[config.mk]
export PLATFORM = sky130hd
export DESIGN_NAME = zx_port_block
export DESIGN_NICKNAME = d
export VERILOG_FILES = /design/src/verilog/zx_port_pkg.sv /design/src/verilog/io_strobe_sync.sv /design/src/verilog/paging_regs.sv /design/src/verilog/port_decoder.sv /design/src/verilog/read_mux.sv /design/src/verilog/shadow_regs.sv /design/src/verilog/video_regs.sv /design/src/verilog/zx_port_block.sv
export SDC_FILE = /design/constraint.sdc
export NUM_CORES = 1
export LEC_CHECK = 0
export ABC_AREA = 1
export BUFFER_PORTS_ARGS = -buffer_cell sky130_fd_sc_hd__buf_2
export CORE_UTILIZATION = 30
export CTS_CLUSTER_DIAMETER = 80
export DETAILED_ROUTE_END_ITERATION = 10
export GPL_TIMING_DRIVEN = 0
export PLACE_DENSITY = 0.53
export SYNTH_ARGS = -nofsm -noshare
export SYNTH_HDL_FRONTEND = slang
export SYNTH_SLANG_ARGS = --single-unit
[constraint.sdc]
create_clock -name zclk -period 3 [get_ports zclk]
set_clock_uncertainty 0.15 [all_clocks]
set_input_delay 0.6 -clock zclk [delete_from_list [all_inputs] [get_ports zclk]]
set_output_delay 0.6 -clock zclk [all_outputs]
set_load 0.02 [all_outputs]
[src/verilog/zx_port_pkg.sv]
// zx port block shared definitions
// port map, xxAF sub-register numbers and bus/register structs
package zx_port_pkg;

	localparam int ADDR_W = 16;
	localparam int DATA_W = 8;

	// low address byte of each decoded port
	localparam logic [7:0] PORT_FE  = 8'hFE; // keyboard, tape, border
	localparam logic [7:0] PORT_XT  = 8'hAF; // extension port xxAF
	localparam logic [7:0] PORT_FD  = 8'hFD; // 7FFD paging
	localparam logic [7:0] PORT_F7  = 8'hF7; // EFF7 paging
	localparam logic [7:0] PORT_BE  = 8'hBE; // config readback
	localparam logic [7:0] PORT_BF  = 8'hBF; // shadow/romrw config
	localparam logic [7:0] SAV_BASE = 8'h2F; // scratch ports 2F/4F/6F/8F

	// which register file the current address hits
	typedef enum logic [2:0] {
		SEL_NONE,
		SEL_FE,
		SEL_XT,
		SEL_7FFD,
		SEL_EFF7,
		SEL_BE,
		SEL_BF,
		SEL_SAV
	} port_sel_e;

	// xxAF sub-register number, taken from the high address byte
	typedef enum logic [7:0] {
		XT_VCONFIG  = 8'd0,
		XT_VPAGE    = 8'd1,
		XT_XOFFS_L  = 8'd2,
		XT_XOFFS_H  = 8'd3,
		XT_YOFFS_L  = 8'd4,
		XT_YOFFS_H  = 8'd5,
		XT_RAMPAGE0 = 8'd16,
		XT_RAMPAGE1 = 8'd17,
		XT_RAMPAGE2 = 8'd18,
		XT_RAMPAGE3 = 8'd19,
		XT_FMADDR   = 8'd21
	} xt_reg_e;

	////////////////////
	// bus and register bundles
	////////////////////

	typedef struct packed {
		logic [ADDR_W-1:0] addr;
		logic [DATA_W-1:0] din;
		logic              iorq_n;
		logic              rd_n;
		logic              wr_n;
	} zbus_t; // raw z80 side, 27 bits

	typedef struct packed {
		logic wr; // one-cycle port write
		logic rd; // one-cycle port read
	} strobe_t;

	typedef struct packed {
		logic [7:0] vconfig;
		logic [4:0] fmaddr;
		logic [8:0] x_offs;
		logic [8:0] y_offs;
		logic [3:0] border;
	} video_t; // 35 bits

	typedef struct packed {
		logic [7:0] vpage;
		logic [7:0] rampage0;
		logic [7:0] rampage1;
		logic [7:0] rampage2;
		logic [7:0] rampage3;
		logic [7:0] p7ffd;
		logic [7:0] peff7_raw; // unmasked eff7
	} paging_t; // 56 bits

endpackage

[src/verilog/io_strobe_sync.sv]
// i/o strobe generator
// samples the asynchronous z80 iorq/rd/wr and emits one-cycle zclk pulses
`timescale 1ns/1ps

module io_strobe_sync (
	input  logic                  zclk,
	input  logic                  rst_n,
	input  zx_port_pkg::zbus_t    bus,
	output zx_port_pkg::strobe_t  strobe
);

	logic iowr; // async write level
	logic iord; // async read level
	logic iowr_q;
	logic iord_q;

	assign iowr = ~(bus.iorq_n | bus.wr_n);
	assign iord = ~(bus.iorq_n | bus.rd_n);

	// rising edge of each level gives the pulse
	always_ff @(posedge zclk)
	begin
		if (!rst_n)
		begin
			iowr_q <= 1'b0;
			iord_q <= 1'b0;
			strobe <= '0;
		end
		else
		begin
			iowr_q    <= iowr;
			iord_q    <= iord;
			strobe.wr <= iowr & ~iowr_q; // first sampled edge only
			strobe.rd <= iord & ~iord_q;
		end
	end

	// a z80 cycle is either read or write
	a_strobe_excl: assert property (@(posedge zclk) disable iff (!rst_n)
		!(strobe.wr && strobe.rd));

	// pulses never stretch, even on long bus cycles
	a_wr_single: assert property (@(posedge zclk) disable iff (!rst_n)
		strobe.wr |=> !strobe.wr);
	a_rd_single: assert property (@(posedge zclk) disable iff (!rst_n)
		strobe.rd |=> !strobe.rd);

endmodule

[src/verilog/paging_regs.sv]
// memory paging registers
// spectrum-128 7FFD with lock, pentagon-1m EFF7 and the xxAF page registers
`timescale 1ns/1ps

module paging_regs (
	input  logic                           zclk,
	input  logic                           rst_n,
	input  zx_port_pkg::strobe_t           strobe,
	input  zx_port_pkg::port_sel_e         sel,
	input  logic [zx_port_pkg::ADDR_W-1:0] addr,
	input  logic [zx_port_pkg::DATA_W-1:0] din,
	output zx_port_pkg::paging_t           paging,
	output logic [7:0]                     peff7,
	output logic                           pent1m_rom,
	output logic                           pent1m_1m_on
);

	import zx_port_pkg::*;

	logic    lock;    // 7FFD locked until reset
	logic    block1m; // eff7 bit 2, 128k compatible mode
	xt_reg_e xt_idx;

	assign block1m = paging.peff7_raw[2];
	assign xt_idx  = xt_reg_e'(addr[15:8]);

	always_ff @(posedge zclk)
	begin
		if (!rst_n)
		begin
			paging.vpage     <= 8'h05;
			paging.rampage0  <= 8'd0;
			paging.rampage1  <= 8'd5;
			paging.rampage2  <= 8'd2;
			paging.rampage3  <= 8'd0;
			paging.p7ffd     <= 8'h00;
			paging.peff7_raw <= 8'h00;
			lock             <= 1'b0;
		end
		else if (strobe.wr)
		begin
			case (sel)
			SEL_7FFD:
			begin
				if (!lock)
				begin
					paging.p7ffd    <= din;
					lock            <= din[5] & block1m;
					// extra 1m page bits only when not blocked
					paging.rampage3 <= {2'b00, block1m ? 3'b000 : {din[5], din[7:6]},
						din[2:0]};
					paging.vpage    <= {6'b000001, din[3], 1'b1}; // screen 5 or 7
				end
			end
			SEL_EFF7: paging.peff7_raw <= din;
			SEL_XT:
			begin
				case (xt_idx)
				XT_VPAGE:    paging.vpage    <= din;
				XT_RAMPAGE0: paging.rampage0 <= din;
				XT_RAMPAGE1: paging.rampage1 <= din;
				XT_RAMPAGE2: paging.rampage2 <= din;
				XT_RAMPAGE3: paging.rampage3 <= din;
				default: ; // video sub-registers
				endcase
			end
			default: ;
			endcase
		end
	end

	// 1m blocked hides the pentagon extras
	assign peff7 = block1m ? {paging.peff7_raw[7], 1'b0, paging.peff7_raw[5:4], 3'b000,
		paging.peff7_raw[0]} : paging.peff7_raw;

	assign pent1m_rom   = paging.p7ffd[4];
	assign pent1m_1m_on = ~block1m;

	// only reset opens a locked 7FFD
	a_lock_sticky: assert property (@(posedge zclk) disable iff (!rst_n)
		lock |=> lock);

endmodule

[src/verilog/port_decoder.sv]
// port address decoder
// maps the z80 address and shadow mode to a port select and porthit
`timescale 1ns/1ps

module port_decoder (
	input  logic [zx_port_pkg::ADDR_W-1:0] addr,
	input  logic                           shadow,
	output zx_port_pkg::port_sel_e         sel,
	output logic                           porthit
);

	import zx_port_pkg::*;

	logic [7:0] lo; // low byte selects the port

	assign lo = addr[7:0];

	always_comb
	begin
		sel     = SEL_NONE;
		porthit = 1'b0;
		case (lo)
		PORT_FE:
		begin
			sel     = SEL_FE;
			porthit = 1'b1;
		end
		PORT_XT:
		begin
			sel     = SEL_XT;
			porthit = 1'b1;
		end
		PORT_BE:
		begin
			sel     = SEL_BE;
			porthit = 1'b1;
		end
		PORT_BF:
		begin
			sel     = SEL_BF;
			porthit = 1'b1;
		end
		PORT_FD:
		begin
			porthit = 1'b1; // whole xxFD range is ours
			if (!addr[15])
				sel = SEL_7FFD;
		end
		PORT_F7:
		begin
			// eff7 hidden in shadow mode
			if (!shadow)
			begin
				porthit = 1'b1;
				if (addr[8] && !addr[12])
					sel = SEL_EFF7;
			end
		end
		SAV_BASE, SAV_BASE + 8'h20, SAV_BASE + 8'h40, SAV_BASE + 8'h60:
		begin
			if (shadow) // scratch ports only under shadow
			begin
				sel     = SEL_SAV;
				porthit = 1'b1;
			end
		end
		default: ;
		endcase
	end

endmodule

[src/verilog/read_mux.sv]
// read data mux
// z80 read data for every readable port, BE readback and the bus drive enable
`timescale 1ns/1ps

module read_mux (
	input  zx_port_pkg::zbus_t     bus,
	input  zx_port_pkg::port_sel_e sel,
	input  logic                   porthit,
	input  logic [4:0]             keys_in,
	input  logic                   tape_read,
	input  zx_port_pkg::paging_t   paging,
	input  logic [7:0]             bf_value,
	input  logic [7:0]             sav_data,
	output logic [7:0]             dout,
	output logic                   dataout
);

	import zx_port_pkg::*;

	logic [7:0] be_data; // config readback

	always_comb
	begin
		case (bus.addr[11:8]) // index in high byte
		4'h0:    be_data = paging.rampage0;
		4'h1:    be_data = paging.rampage1;
		4'h2:    be_data = paging.rampage2;
		4'h3:    be_data = paging.rampage3;
		4'h4:    be_data = paging.vpage;
		4'hA:    be_data = paging.p7ffd;
		4'hB:    be_data = paging.peff7_raw; // raw, not masked
		default: be_data = 8'hFF;
		endcase
	end

	always_comb
	begin
		case (sel)
		SEL_FE:  dout = {1'b1, tape_read, 1'b0, keys_in};
		SEL_BF:  dout = bf_value;
		SEL_SAV: dout = sav_data;
		SEL_BE:  dout = be_data;
		default: dout = 8'hFF; // open bus
		endcase
	end

	assign dataout = porthit & ~bus.iorq_n & ~bus.rd_n; // drive only on our reads

endmodule

[src/verilog/shadow_regs.sv]
// shadow config port BF and the four scratch ports
// shadow mode comes from dos or the BF enable bit
`timescale 1ns/1ps

module shadow_regs (
	input  logic                           zclk,
	input  logic                           rst_n,
	input  zx_port_pkg::strobe_t           strobe,
	input  zx_port_pkg::port_sel_e         sel,
	input  logic [zx_port_pkg::ADDR_W-1:0] addr,
	input  logic [zx_port_pkg::DATA_W-1:0] din,
	input  logic                           dos,
	output logic                           shadow,
	output logic                           romrw_en,
	output logic [7:0]                     bf_value,
	output logic [7:0]                     sav_data
);

	import zx_port_pkg::*;

	logic       shadow_en;   // bit 0 of BF
	logic [7:0] savport [4]; // scratch storage, index addr[6:5]

	always_ff @(posedge zclk)
	begin
		if (!rst_n)
		begin
			shadow_en <= 1'b0;
			romrw_en  <= 1'b0;
		end
		else if (strobe.wr && sel == SEL_BF)
		begin
			shadow_en <= din[0];
			romrw_en  <= din[1]; // rom write enable
		end
	end

	always_ff @(posedge zclk)
		if (strobe.wr && sel == SEL_SAV) // decoder already checked shadow
			savport[addr[6:5]] <= din;

	assign shadow   = dos | shadow_en;
	assign bf_value = {6'b000000, romrw_en, shadow_en};
	assign sav_data = savport[addr[6:5]];

endmodule

[src/verilog/video_regs.sv]
// video registers
// xxAF sub-registers for vconfig, fmaddr and offsets, plus the FE border
`timescale 1ns/1ps

module video_regs (
	input  logic                           zclk,
	input  logic                           rst_n,
	input  zx_port_pkg::strobe_t           strobe,
	input  zx_port_pkg::port_sel_e         sel,
	input  logic [zx_port_pkg::ADDR_W-1:0] addr,
	input  logic [zx_port_pkg::DATA_W-1:0] din,
	output zx_port_pkg::video_t            video
);

	import zx_port_pkg::*;

	logic    xt_wr; // xxAF write
	logic    fe_wr; // border write
	xt_reg_e xt_idx;

	assign xt_wr  = strobe.wr && (sel == SEL_XT);
	assign fe_wr  = strobe.wr && (sel == SEL_FE);
	assign xt_idx = xt_reg_e'(addr[15:8]); // high byte picks the register

	always_ff @(posedge zclk)
	begin
		if (!rst_n)
			video <= '0;
		else
		begin
			if (xt_wr)
			begin
				case (xt_idx)
				XT_VCONFIG: video.vconfig     <= din;
				XT_FMADDR:  video.fmaddr      <= din[4:0];
				XT_XOFFS_L: video.x_offs[7:0] <= din;
				XT_XOFFS_H: video.x_offs[8]   <= din[0]; // 9th bit only
				XT_YOFFS_L: video.y_offs[7:0] <= din;
				XT_YOFFS_H: video.y_offs[8]   <= din[0];
				default: ; // paging regs live elsewhere
				endcase
			end

			////////////////////
			// border on FE
			////////////////////
			if (fe_wr)
				video.border <= {din[7], din[2], din[1], din[0]};
		end
	end

endmodule

[src/verilog/zx_port_block.sv]
// z80 i/o port block
// strobe sync, decoder, register files and read mux
`timescale 1ns/1ps

module zx_port_block (
	input  logic                 zclk,
	input  logic                 rst_n,
	input  zx_port_pkg::zbus_t   bus,
	input  logic                 dos,
	input  logic [4:0]           keys_in,
	input  logic                 tape_read,
	output logic [7:0]           dout,
	output logic                 dataout,
	output logic                 porthit,
	output zx_port_pkg::video_t  video,
	output zx_port_pkg::paging_t paging,
	output logic [7:0]           peff7,
	output logic                 pent1m_rom,
	output logic                 pent1m_1m_on,
	output logic                 romrw_en
);

	import zx_port_pkg::*;

	strobe_t    strobe;   // one-cycle wr/rd
	port_sel_e  sel;
	logic       shadow;
	logic [7:0] bf_value;
	logic [7:0] sav_data;

	io_strobe_sync io_strobe_sync_inst (.zclk(zclk), .rst_n(rst_n), .bus(bus), .strobe(strobe));

	port_decoder port_decoder_inst (.addr(bus.addr), .shadow(shadow), .sel(sel),
		.porthit(porthit));

	shadow_regs shadow_regs_inst (.zclk(zclk), .rst_n(rst_n), .strobe(strobe), .sel(sel),
		.addr(bus.addr), .din(bus.din), .dos(dos), .shadow(shadow), .romrw_en(romrw_en),
		.bf_value(bf_value), .sav_data(sav_data));

	video_regs video_regs_inst (.zclk(zclk), .rst_n(rst_n), .strobe(strobe), .sel(sel),
		.addr(bus.addr), .din(bus.din), .video(video));

	paging_regs paging_regs_inst (.zclk(zclk), .rst_n(rst_n), .strobe(strobe), .sel(sel),
		.addr(bus.addr), .din(bus.din), .paging(paging), .peff7(peff7),
		.pent1m_rom(pent1m_rom), .pent1m_1m_on(pent1m_1m_on));

	read_mux read_mux_inst (.bus(bus), .sel(sel), .porthit(porthit), .keys_in(keys_in),
		.tape_read(tape_read), .paging(paging), .bf_value(bf_value), .sav_data(sav_data),
		.dout(dout), .dataout(dataout));

endmodule

Yosys cells after proc, flatten, opt, wreduce, memory -nomap -nowiden
Memories as Yosys holds them, arrays and structs flattened. Cells that the tools add are included.

Equal/unequal tests: 36. Bitwise logic cells: 12. Mux-type cells: 21. Reductions and logical operators: 25.

Operator list (number): $eq 8x8->1 const B (7); $pmux 8 s7 (1); $eq 8x5->1 const B (5); $pmux 8 s2 (2); $pmux 8 s4 (1); $mux 8 (3); $pmux 3 s7 (1); $eq 8x2->1 const B (2); $eq 8x3->1 const B (2); $eq 8x7->1 const B (2); $mux 16 (1); $reduce_and 2->1 (8); $eq 3x3->1 const B (4); $mux 3 (4); $reduce_and 3->1 (4); $eq 4x2->1 const B (2); $eq 4x4->1 const B (2); $eq 8x1->1 const B (1); $eq 8x6->1 const B (1); $logic_not 8->1 (1); $reduce_and 4->1 (2); $mux 7 (1); $eq 3x2->1 const B (2); $ne 2x2->1 const B (3); other kinds (15) (32).

Register bits: 96. RAM bits: 32. Input bits: 36. Memories kept: 1.

Memory list: shadow_regs_inst.savport (words 4, width 8, read ports 1, clocked after memory_dff 0, write ports 1, line shadow_regs.sv:22) `logic [7:0] savport [4];`.

Logic depth before layout (Yosys ltp)
Gate-level depths: netlist of run 1.

Depth in word-level cells: 9. Mapped depth: 10. Mapped depth without buffers: 10.

Modules after synthesis
A second synthesis of run 1 with hierarchy kept.

Cell total of the unflattened synthesis: 1015. Area, all modules: 6985.4 um2.

By module, submodules not included: paging_regs (area each 2608.8 um2, cells each 377, sequential area each 1141.1 um2, times used 1); video_regs (area each 1770.4 um2, cells each 266, sequential area each 700.7 um2, times used 1); shadow_regs (area each 1377.6 um2, cells each 113, sequential area each 1001.0 um2, times used 1); read_mux (area each 912.1 um2, cells each 201, sequential area each 0.0 um2, times used 1); port_decoder (area each 203.9 um2, cells each 46, sequential area each 0.0 um2, times used 1); io_strobe_sync (area each 112.6 um2, cells each 12, sequential area each 80.1 um2, times used 1).

Worst setup path before layout of run 1
OpenSTA, ideal clock, no wires.

Path kind: in2out. Start point: input port bus[13] (netlist name). End point: output port dataout. Stages: 7. Setup slack: 0.377 ns. Data required time: 2.250 ns. Buffers on the path: 1. Arrival time: 1.873 ns. Cell sequence: nand2_1 > nor2_2 > nand3_4 > buf_2 > nand3_1 > nor3_1 > nor3_1.

Word-level cells in the longest chain between the ends: 5. Elaborated cells on any way between the ends: 15. Classes of those cells: eq/ne (10); mux (1); bitwise (2); reduce/logical (2).

RTL lines: from (decl) (line zx_port_block.sv:8) `input zx_port_pkg::zbus_t bus,`; $eq 8x8->1 (tied with other cells) (line port_decoder.sv:22) `case (lo)`; $reduce_or 5->1 (no line) / $reduce_or 4->1 (equally long branches); $pmux 1 s3 * (line port_decoder.sv:22); $and 1x1->1 * (2 in series) (line read_mux.sv:47) `assign dataout = porthit & ~bus.iorq_n & ~bus.rd_n;`; to (decl) (line zx_port_block.sv:13) `output logic dataout,`.

Mark *: on every way between the ends. The rest lies on a longest branch, timed or not.

Worst setup path in the final report of run 1
Start point: input port bus[14] (netlist name). End point: output port dout[6].

Word-level cells in the longest chain between the ends: 5. Elaborated cells on any way between the ends: 17. Classes of those cells: eq/ne (14); mux (2); reduce/logical (1).

RTL lines: $eq 8x6->1 (tied with other cells) (line port_decoder.sv:22); $reduce_or 4->1 (line port_decoder.sv:22); $pmux 3 s7 * (line port_decoder.sv:22); $eq 3x3->1 / $eq 3x1->1 (equally long branches) (line read_mux.sv:38) `case (sel)`; $pmux 8 s4 * (line read_mux.sv:38); to (decl) (line zx_port_block.sv:12) `output logic [7:0] dout,`.

Marks and branches as above.

==> impl_summary.txt, run 1 <==
----------------------------------------------------
[Outcome]
  Run status ... finished, final reports clean

[Logic synthesis]
  Mean post-synth cell area ... 7.718 sq um
  Sequential area share after synthesis ... 49.15%
  Cell area after technology mapping ... 0.005866 sq mm
  Post-synthesis share of cell area spent on xor and xnor gates ... 0%
  Fraction of the mapped netlist area in adder cells ... 0%
  Combinational family with the most area after synthesis ... simple AND/OR/NAND/NOR gates
  Netlist cell types ... 44
  Number of storage elements in the synthesis netlist ... 128
  Total of warnings raised by yosys ... 0
  Most area-consuming cells after synthesis ... dfxtp_1 33%, edfxtp_1 16%, nand2_1 16%
  Post-Syn Nets ... 796
  Fraction of synthesized cell area taken by the top area cell type ... 32.76%
  Simple-gate share of the synthesized area ... 32.19%
  Instance count of the mapped netlist ... 760
  Compound-gate portion of the synthesized area ... 12.01%
  Share of cell area taken by muxes after synthesis ... 0%
  Cell type contributing the most total cell area after synthesis ... dfxtp_1

[Power]
  Internal cell power ... 3.127 mW
  Switching Fraction ... 23.18%
  Total leakage power ... 3.211 nW
  Combinational share of power ... 5.9%
  Power per cell area ... 525.8 mW/mm^2
  Net switching power ... 0.9436 mW
  Peak supply drop ... 0.3780 mV
  Clock network power share ... 50.6%
  Flop pwr share ... 43.5%

[CTS]
  Clock insertion delay at the later pin of the skew report ... 0.42 ns
  H-Tree Level Count ... 4
  Sink Count ... 128
  TritonCTS clock tree ... done
  Clock transition at path regs ... 0.05 ns
  Count of hold-fix buffers inserted at cts ... 0
  Clock tree root buffer cell ... clkbuf_16
  Clock Tree Buf Depth ... 2
  TritonCTS Buffers ... 17

[Worst setup path]
  Largest driver fanout on the critical path ... 7
  Critical path capture point type ... output pin
  Cell family with most CP delay ... simple AND/OR/NAND/NOR gates
  Largest stage delay, worst path ... 0.32 ns
  Worst path cell trace ... buf_2, nand2_1, nor3_1, nand3_4, nand2_4, nor3_1, a21oi_4, nand4_1, buf_4
  Endpoint required time on the critical path ... 2.25 ns
  Top cell by count, worst path ... nor3_1
  Slowest CP cell ... nor3_1
  Setup CP Type ... input pin to output pin
  R2r startpoint ... io_strobe_sync_inst.strobe[1]$_SDFF_PN0_
  Data arrival time of the critical path ... 2.18 ns
  Worst setup path start ... bus[14]
  Nature of the critical path startpoint ... input pin
  Number of buffers and inverters on the critical path ... 2

[GRT]
  Remaining global-route overflow ... 0
  Combined global-route utilization of all metal layers ... 21.94%
  Number of antenna violations at the first check in global routing ... 2
  Via count of the first global-routing pass ... 5437
  Global-route wire length before repair ... 32440 um
  Pin count of the biggest net entering global routing ... 17

[Placement]
  Placed wire-length estimate ... 15800 um
  Count of port buffers added during placement ... 146
  Final weighted congestion in routability-driven placement ... 0.8807
  DP Area ... 0.006922 sq mm

[Floorplan]
  Total core area ... 0.01896 sq mm
  I/O Pins ... 148
  Effective utilization at floorplan ... 30.94%
  Chip Width ... 141.8 um
  Die Height ... 141.8 um
  Area of the die ... 0.02012 sq mm
  Count of standard-cell rows ... 50

[STA]
  Max frequency ... 0.3413 GHz
  Number of endpoints with negative hold slack in the final report ... 0
  Setup repair after global routing missed its margin ... true
  Share of the clock period used by the worst path after layout ... 97.68%
  Setup violation total in the final timing report ... 0
  Worst Tran Pin Value ... 0.9206 ns
  Max transition margin ... 38.63%
  Clock period minus final worst setup slack ... 2.930 ns
  Slew Limit Fails ... 0
  Fin Hold WS ... 0.2223 ns

[Finish]
  Fillers ... 1991
  Cell area after layout ... 0.007741 sq mm
  Growth of design area from synthesis to finish ... 31.98%
  Share of cells above drive strength 1 ... 27.18%
  Number of nets in the finished design ... 976

[Detailed routing]
  Iteration-0 DRC count of the detailed router ... 475
  Number of vias per cell after detailed routing ... 4.906
  Number of vias after detailed routing ... 5961
  Post-route antenna net violation count ... 0
  Drt wl/cell ... 17.93 um
  Number of remaining DRC errors ... 0
  Length of the first detailed-routing pass in iterations ... 6
  Aggregate routed wire length ... 21790 um

[Job]
  Number of maximum-capacitance violations ... 0

[Min path]
  Min-Delay Startpoint ... bus[0]
  Classification of the worst-slack hold path ... input pin to flop

----------------------------------------------------
-- area by class of cell --
| type | instances | area, sq um | share of cell area [%] |
|---|---|---|---|
| sequential | 128 | 2883 | 37.24 |
| multi-input combinational | 541 | 2696 | 34.83 |
| timing repair buffer | 161 | 848.3 | 10.96 |
| clock buffer | 20 | 436.7 | 5.641 |
| tap | 260 | 325.3 | 4.202 |
| inverter | 59 | 236.5 | 3.055 |
| buffer | 32 | 166.4 | 2.150 |
| clock inverter | 12 | 143.9 | 1.859 |
| antenna | 2 | 5.005 | 0.06465 |
-- per-stage QoR --
step                      util [%]  power (mW)  setup WS [ns]  setup TNS, ns  std cells
after floorplan                  -       1.921         0.3768              0        760
after global placement       36.51       2.028        -0.3586         -7.809       1166
after detailed placement     36.51       2.028        -0.3552         -7.801       1166
after CTS                    39.79       4.074       -0.05975       -0.05975       1198
after global routing         40.81       4.189       -0.04908       -0.04908       1213
final                        40.84       4.070        0.06973              0       1215
-- logic make-up (layout without fill, tap and decap cells) --
logic type | after synthesis | in the layout
other cells | 1 | 3
buf+inv | 91 | 284
flops | 128 | 128
compound gates | 129 | 129
simple gates | 411 | 411
-- worst reg2reg max path, cell delays in order (launching register included) --
cell and delay [ns]:
dfxtp_1 0.55, clkbuf_1 0.51, nand2_1 0.21, nor2_1 0.66
-- cell usage in the layout (no fill, tap or decap), drive strengths merged --
cell type    n
a21oi       96
a22oi        1
a31o         1
a31oi        1
a32o         2
a41oi        1
buf        173
bufinv       3
clkbuf      40
clkinv      12
clkinvlp     2
conb         1
dfxtp       96
diode        2
edfxtp      32
inv         54
nand2      258
nand3       57
nand4       22
nor2        54
nor3        15
nor3b        1
nor4         4
o2111ai      1
o211ai       6
o21ai       18
o2bb2ai      1
o31ai        1
-- power groups by stage --
stage	combinational, mW	sequential, mW	clock, mW
after CTS	0.225	1.77	2.08
after floorplan	0.113	1.81	0
final	0.242	1.77	2.06
after global routing	0.261	1.77	2.16
after global placement	0.221	1.81	0
after detailed placement	0.221	1.81	0
-- metal layers --
layer / vias to the layer above / track usage [%] / wire (um)
met4: 0 / 7.187 / 371
met3: 35 / 4.725 / 1540
li1: 2900 / - / -
met5: - / 0 / 0
met2: 242 / 34.51 / 9826
met1: 2784 / 29.81 / 10050
-- path summary, 6_finish.rpt --
path,to,slack (ns),cells past startpoint
worst max-delay path,dout[6],0.07,9
worst min register to register,io_strobe_sync_inst.strobe[1]$_SDFF_PN0_,0.26,1
worst min-delay path,io_strobe_sync_inst.iowr_q$_SDFF_PN0_,0.22,2
worst max register to register,shadow_regs_inst.savport[3][5]$_DFFE_PP_,0.53,3
-- sequential cells by signal (all words and copies together), names as in the netlist --
| name | flops |
|---|---|
| shadow_regs_inst.shadow_en | 1 |
| io_strobe_sync_inst.strobe | 1 |
| paging_regs_inst.lock | 1 |
| paging_regs_inst.paging | 56 |
| video_regs_inst.video | 35 |
| shadow_regs_inst.savport | 32 |
| shadow_regs_inst.romrw_en | 1 |
| io_strobe_sync_inst.iowr_q | 1 |
-- what timing repair did --
item	CTS	global route
setup buffers	0	15
setup endpoints to repair	10	9
gates resized for setup	11	23
pin swaps	1	9
-- cell usage after synthesis, drive strengths merged --
library cell	n
a31oi	1
nor4	4
nand4	22
clkbuf	19
dfxtp	96
nor3b	1
buf	13
edfxtp	32
o211ai	6
o2111ai	1
a32o	2
clkinv	3
a22oi	1
a21oi	96
inv	56
o2bb2ai	1
nor2	54
nand3	57
nand2	258
conb	1
nor3	15
a31o	1
a41oi	1
o31ai	1
o21ai	18
No activity file was read; power rests on OpenSTA's default activity.
==> run 2, diff against run 1 <==
--- a/config.mk
+++ b/config.mk
@@ -12,6 +12,7 @@
 export DETAILED_ROUTE_END_ITERATION = 10
 export GPL_TIMING_DRIVEN = 0
 export PLACE_DENSITY = 0.53
+export REMOVE_ABC_BUFFERS = 1
 export SYNTH_ARGS = -nofsm -noshare
 export SYNTH_HDL_FRONTEND = slang
 export SYNTH_SLANG_ARGS = --single-unit
==> run 2 against run 1 <==
Effect of this change: first-iteration DRC count down 11%; flip-flop and latch count unchanged; via count down 2.8%; design area down 2.2%; sequential share of layout area up 0.85 points; count of clock-buffer cells in the layout up 2; final cell count down 2.9%; wire length down 5.7%; worst setup slack better by 0.040 ns; largest power group unchanged.
==> impl_summary.txt, run 2 (synthesis results as in run 1) <==
----------------------------------------------------
[CTS]
  Clock tree root buffer cell ... clkbuf_16
  TritonCTS clock tree ... done
  Clock transition at path regs ... 0.06 ns
  Clock insertion delay at the later pin of the skew report ... 0.42 ns
  Sink Count ... 128
  TritonCTS Buffers ... 17
  Clock Tree Buf Depth ... 2
  H-Tree Level Count ... 4

[STA]
  Fin Hold WS ... 0.1979 ns
  Setup violation total in the final timing report ... 0
  Slew Limit Fails ... 0
  Sum Neg Setup Slack ... 0 ns
  Number of endpoints with negative hold slack in the final report ... 0
  Setup repair after global routing missed its margin ... true
  Max transition margin ... 39.66%
  Clock period minus final worst setup slack ... 2.890 ns
  Max frequency ... 0.3460 GHz
  Worst Tran Pin Value ... 0.9051 ns
  Share of the clock period used by the worst path after layout ... 96.34%

[Min path]
  Classification of the worst-slack hold path ... input pin to flop

[Worst setup path]
  Nature of the critical path startpoint ... input pin
  Data arrival time of the critical path ... 2.14 ns
  Setup CP Type ... input pin to output pin
  Largest driver fanout on the critical path ... 9
  Critical path capture point type ... output pin
  Endpoint required time on the critical path ... 2.25 ns

[Finish]
  Register with the most flip-flops ... paging_regs_inst.paging
  Number of nets in the finished design ... 944
  Cell area after layout ... 0.007569 sq mm
  Fillers ... 1992
  Most used cells in the layout excluding fill and tap cells ... 253 x nand2_1, 144 x buf_2, 96 x dfxtp_1
  Most common cell after layout, fill and taps aside ... nand2_1
  Share of cells above drive strength 1 ... 26.41%
  Util after Layout ... 39.93%
  Largest register FFs ... 56
  Growth of design area from synthesis to finish ... 29.03%
  Antenna diode instance count ... 0

[GRT]
  Pin count of the biggest net entering global routing ... 82
  Number of antenna violations at the first check in global routing ... 0
  Via count of the first global-routing pass ... 5221
  Combined global-route utilization of all metal layers ... 20.42%
  Remaining global-route overflow ... 0
  Global-route wire length before repair ... 30500 um

[Detailed routing]
  Number of vias per cell after detailed routing ... 4.908
  Number of vias after detailed routing ... 5792
  Post-route antenna net violation count ... 0
  Iteration-0 DRC count of the detailed router ... 422
  Length of the first detailed-routing pass in iterations ... 4
  Drt wl/cell ... 17.42 um
  Aggregate routed wire length ... 20550 um
  Number of remaining DRC errors ... 0

[Outcome]
  Run status ... finished, final reports clean

[Power]
  Total leakage power ... 3.146 nW
  Clock network power share ... 51.2%
  Flop pwr share ... 43.4%
  Peak supply drop ... 0.3872 mV
  Power per cell area ... 539.8 mW/mm^2
  Net switching power ... 0.9378 mW
  Internal cell power ... 3.148 mW
  Switching Fraction ... 22.95%
  Combinational share of power ... 5.4%
  Overall power after layout ... 4.085 mW

[Floorplan]
  I/O Pins ... 148
  Count of standard-cell rows ... 50
  Die Height ... 141.8 um
  Total core area ... 0.01896 sq mm
  Chip Width ... 141.8 um
  Effective utilization at floorplan ... 30.94%
  Area of the die ... 0.02012 sq mm

[Job]
  Number of maximum-capacitance violations ... 0

[Placement]
  Count of port buffers added during placement ... 146
  DP Area ... 0.006765 sq mm
  Placed wire-length estimate ... 14350 um
  Final weighted congestion in routability-driven placement ... 0.8714

----------------------------------------------------
-- run 2: power by group through the flow --
stage                     combinational (mW)  sequential [mW]  clock (mW)
after floorplan                       0.0914             1.81           0
after global placement                 0.205             1.81           0
after detailed placement               0.204             1.81           0
after CTS                              0.210             1.77        2.12
after global routing                   0.241             1.77        2.18
final                                  0.222             1.77        2.09
-- run 2: cell type report --
| class | instances | area (sq um) | area share, % |
|---|---|---|---|
| clock buffer | 22 | 494.2 | 6.530 |
| clock inverter | 9 | 105.1 | 1.389 |
| inverter | 59 | 235.2 | 3.108 |
| multi-input combinational | 541 | 2678 | 35.38 |
| sequential | 128 | 2883 | 38.09 |
| tap | 260 | 325.3 | 4.298 |
| timing repair buffer | 161 | 848.3 | 11.21 |
-- run 2: what timing repair did --
| action | in CTS | in global routing |
|---|---|---|
| pin swaps | 0 | 11 |
| hold buffers | 0 | 0 |
| buffers inserted | 0 | 15 |
| endpoints found under the setup margin | 10 | 8 |
| resized for setup | 13 | 11 |
-- run 2: layer usage --
metal / share of wire (%) / wire [um] / global-route usage (%) / vias up
li1: - / - / - / 2835
met1: 48 / 9931 / 29.38 / 2741
met2: 44 / 9113 / 30.57 / 190
met3: 5.5 / 1132 / 3.307 / 26
met4: 1.8 / 374 / 7.527 / 0
met5: 0 / 0 / 0 / -
-- run 2: stage by stage --
step           instances  worst slack (ns)
2_1_floorplan        728            0.2111
5_1_grt             1180          -0.01888
6_report            1180            0.1099
3_5_place_dp        1134           -0.5000
3_3_place_gp        1134           -0.5301
4_1_cts             1165           0.03546
-- run 2: worst max-delay path, cell delays in order --
cell      delay (ns)
buf_2           0.18
nor2_4          0.08
nand2_1         0.12
clkinv_2        0.17
nand2_1         0.12
nand3_1         0.09
nor2_1          0.17
nand3_1         0.17
a21oi_2         0.20
nand2_1         0.07
buf_2           0.16
-- run 2: path summary, 6_finish.rpt --
kind / start / to / slack [ns] / depth (start not counted)
worst max-delay path: bus[22] / dout[5] / 0.11 / 11
worst min-delay path: bus[0] / io_strobe_sync_inst.iowr_q$_SDFF_PN0_ / 0.20 / 2
worst max register to register: io_strobe_sync_inst.strobe[1]$_SDFF_PN0_ / paging_regs_inst.paging[38]$_SDFFE_PN0P_ / 0.64 / 6
worst min register to register: io_strobe_sync_inst.iowr_q$_SDFF_PN0_ / io_strobe_sync_inst.strobe[1]$_SDFF_PN0_ / 0.24 / 1
==> run 3, diff against run 2 <==
--- a/config.mk
+++ b/config.mk
@@ -13,6 +13,7 @@
 export GPL_TIMING_DRIVEN = 0
 export PLACE_DENSITY = 0.53
 export REMOVE_ABC_BUFFERS = 1
+export SETUP_SLACK_MARGIN = 0.4
 export SYNTH_ARGS = -nofsm -noshare
 export SYNTH_HDL_FRONTEND = slang
 export SYNTH_SLANG_ARGS = --single-unit
==> run 3 against run 2 <==
Effect of this change: combinational power is 31% higher; fmax is 8.2% higher; global-route usage is 0.74 points higher; final cell count is 2.2% higher; design area is 8.5% higher; via count is 3.8% higher; count of clock-buffer cells in the layout stayed put; die area stayed put; wire length is 4.6% higher; critical path type unchanged; non-clock buffer count is 25 higher.
==> impl_summary.txt, run 3 (synthesis results as in run 1) <==
----------------------------------------------------
[Finish]
  Fillers ... 1918
  Register with the most flip-flops ... paging_regs_inst.paging
  Share of cells above drive strength 1 ... 34.57%
  Largest register FFs ... 56
  Antenna diode instance count ... 0
  Growth of design area from synthesis to finish ... 39.97%
  Util after Layout ... 43.31%
  Most used cells in the layout excluding fill and tap cells ... 234 x nand2_1, 126 x buf_2, 94 x dfxtp_1
  Final standard cell count with taps included and fillers excluded ... 1206
  Number of nets in the finished design ... 970
  Most common cell after layout, fill and taps aside ... nand2_1

[Detailed routing]
  Number of remaining DRC errors ... 0
  Iteration-0 DRC count of the detailed router ... 487
  Aggregate routed wire length ... 21510 um
  Number of vias per cell after detailed routing ... 4.983
  Number of vias after detailed routing ... 6010
  Drt wl/cell ... 17.83 um
  Post-route antenna net violation count ... 0
  Length of the first detailed-routing pass in iterations ... 7

[Worst setup path]
  Largest driver fanout on the critical path ... 7
  Slowest CP cell ... nor2_4
  Crit path to ... dout[2]
  R2r startpoint ... shadow_regs_inst.shadow_en$_SDFFE_PN0P_
  Worst setup path start ... bus[22]
  Number of buffers and inverters on the critical path ... 5
  Data arrival time of the critical path ... 1.92 ns
  Top cell by count, worst path ... buf_4
  Crit. path cell count ... 11
  Nature of the critical path startpoint ... input pin
  Critical path capture point type ... output pin
  Setup CP Type ... input pin to output pin
  Largest stage delay, worst path ... 0.23 ns
  Cell family with most CP delay ... simple AND/OR/NAND/NOR gates
  Worst reg2reg path endpoint ... shadow_regs_inst.savport[1][0]$_DFFE_PP_
  Worst path cell trace ... buf_6, nor2_4, inv_2, nor2_4, buf_4, buf_4, nand2_1, nand3_2, nand2_2, nand4_1, buf_4
  Endpoint required time on the critical path ... 2.25 ns
  Register-to-register path setup slack ... 0.62 ns
  Number of cells on the worst reg-to-reg path ... 8

[Min path]
  Classification of the worst-slack hold path ... input pin to flop

[Floorplan]
  I/O Pins ... 148
  Area of the die ... 0.02012 sq mm
  Total core area ... 0.01896 sq mm
  Effective utilization at floorplan ... 30.94%
  Chip Width ... 141.8 um
  Die Height ... 141.8 um
  Count of standard-cell rows ... 50

[STA]
  Worst Tran Pin Value ... 0.9019 ns
  Clock period minus final worst setup slack ... 2.671 ns
  Share of the clock period used by the worst path after layout ... 89.04%
  Setup violation total in the final timing report ... 0
  Slew Limit Fails ... 0
  Setup repair after global routing missed its margin ... true
  Number of endpoints with negative hold slack in the final report ... 0
  Max frequency ... 0.3744 GHz
  Max transition margin ... 39.87%

[Placement]
  Number of cells in the design after placement ... 1134
  Final weighted congestion in routability-driven placement ... 0.8714
  Count of port buffers added during placement ... 146
  Placed wire-length estimate ... 14350 um

[Outcome]
  Run status ... finished, final reports clean

[GRT]
  Number of antenna violations at the first check in global routing ... 0
  Pin count of the biggest net entering global routing ... 82
  Via count of the first global-routing pass ... 5509
  Remaining global-route overflow ... 0
  Combined global-route utilization of all metal layers ... 21.16%
  Global-route wire length before repair ... 31710 um

[Power]
  Power per cell area ... 505.7 mW/mm^2
  Peak supply drop ... 0.3794 mV
  Total leakage power ... 3.426 nW

[CTS]
  H-Tree Level Count ... 4
  Sink Count ... 128
  Clock Tree Buf Depth ... 2
  Clock transition at path regs ... 0.06 ns
  Clock insertion delay at the later pin of the skew report ... 0.42 ns
  Clock tree root buffer cell ... clkbuf_16
  TritonCTS clock tree ... done
  TritonCTS Buffers ... 17
  Count of hold-fix buffers inserted at cts ... 0

[Job]
  Number of maximum-capacitance violations ... 0

----------------------------------------------------
## run 3: changes by cell type in the layout (fill, tap and decap cells not counted), sizes merged
cell,previous run,this run
clkbuf,23,22
clkinvlp,2,3
nor2,54,55
inv,56,55
buf,160,186
## run 3: report_power, final
part	total, mW	internal, mW	switching (mW)
clock	2.09	1.32	0.764
combinational	0.291	0.0928	0.198
sequential	1.77	1.77	0.00357
## run 3: per-stage QoR
| step | hold WS, ns | instance area (sq um) | worst slack [ns] | total power [mW] | setup TNS [ns] |
|---|---|---|---|---|---|
| 3_5_place_dp | 0.2360 | 6765 | -0.5000 | 2.013 | -8.880 |
| 5_1_grt | 0.2031 | 8210 | 0.2517 | 4.261 | 0 |
| 2_1_floorplan | 0.2243 | 5707 | 0.2111 | 1.899 | 0 |
| 3_3_place_gp | 0.2362 | 6763 | -0.5301 | 2.013 | -10.12 |
| 4_1_cts | 0.1901 | 7985 | 0.3456 | 4.158 | 0 |
| 6_report | 0.1989 | 8210 | 0.3288 | 4.152 | 0 |
## run 3: worst min-delay path by stage
stage	start	endpoint	slack, ns	depth (start not counted)
finish	bus[0]	io_strobe_sync_inst.iowr_q$_SDFF_PN0_	0.20	2
global placement	io_strobe_sync_inst.iowr_q$_SDFF_PN0_	io_strobe_sync_inst.strobe[1]$_SDFF_PN0_	0.24	1
global route	bus[0]	io_strobe_sync_inst.iowr_q$_SDFF_PN0_	0.20	2
floorplan	io_strobe_sync_inst.iowr_q$_SDFF_PN0_	io_strobe_sync_inst.strobe[1]$_SDFF_PN0_	0.22	1
detailed placement	io_strobe_sync_inst.iowr_q$_SDFF_PN0_	io_strobe_sync_inst.strobe[1]$_SDFF_PN0_	0.24	1
CTS	bus[0]	io_strobe_sync_inst.iowr_q$_SDFF_PN0_	0.19	2
## run 3: cell type report
| type | count | area (sq um) | share of cell area (%) |
|---|---|---|---|
| clock buffer | 22 | 494.2 | 6.020 |
| clock inverter | 9 | 105.1 | 1.280 |
| inverter | 59 | 274.0 | 3.337 |
| multi-input combinational | 542 | 2967 | 36.13 |
| sequential | 128 | 2885 | 35.14 |
| tap | 260 | 325.3 | 3.962 |
| timing repair buffer | 186 | 1160 | 14.13 |
## run 3: metal layers
layer	up-vias	GRT usage [%]	share of wire [%]
li1	2886	-	-
met5	-	0	0
met4	0	7.810	1.9
met2	222	32.46	46
met1	2870	29.69	47
met3	32	3.611	5.5
## run 3: what timing repair did
action | in CTS | in global routing
pin swaps | 33 | 31
setup endpoints to repair | 42 | 10
gates cloned | 1 | 0
gates resized for setup | 113 | 39
buffers inserted | 30 | 10
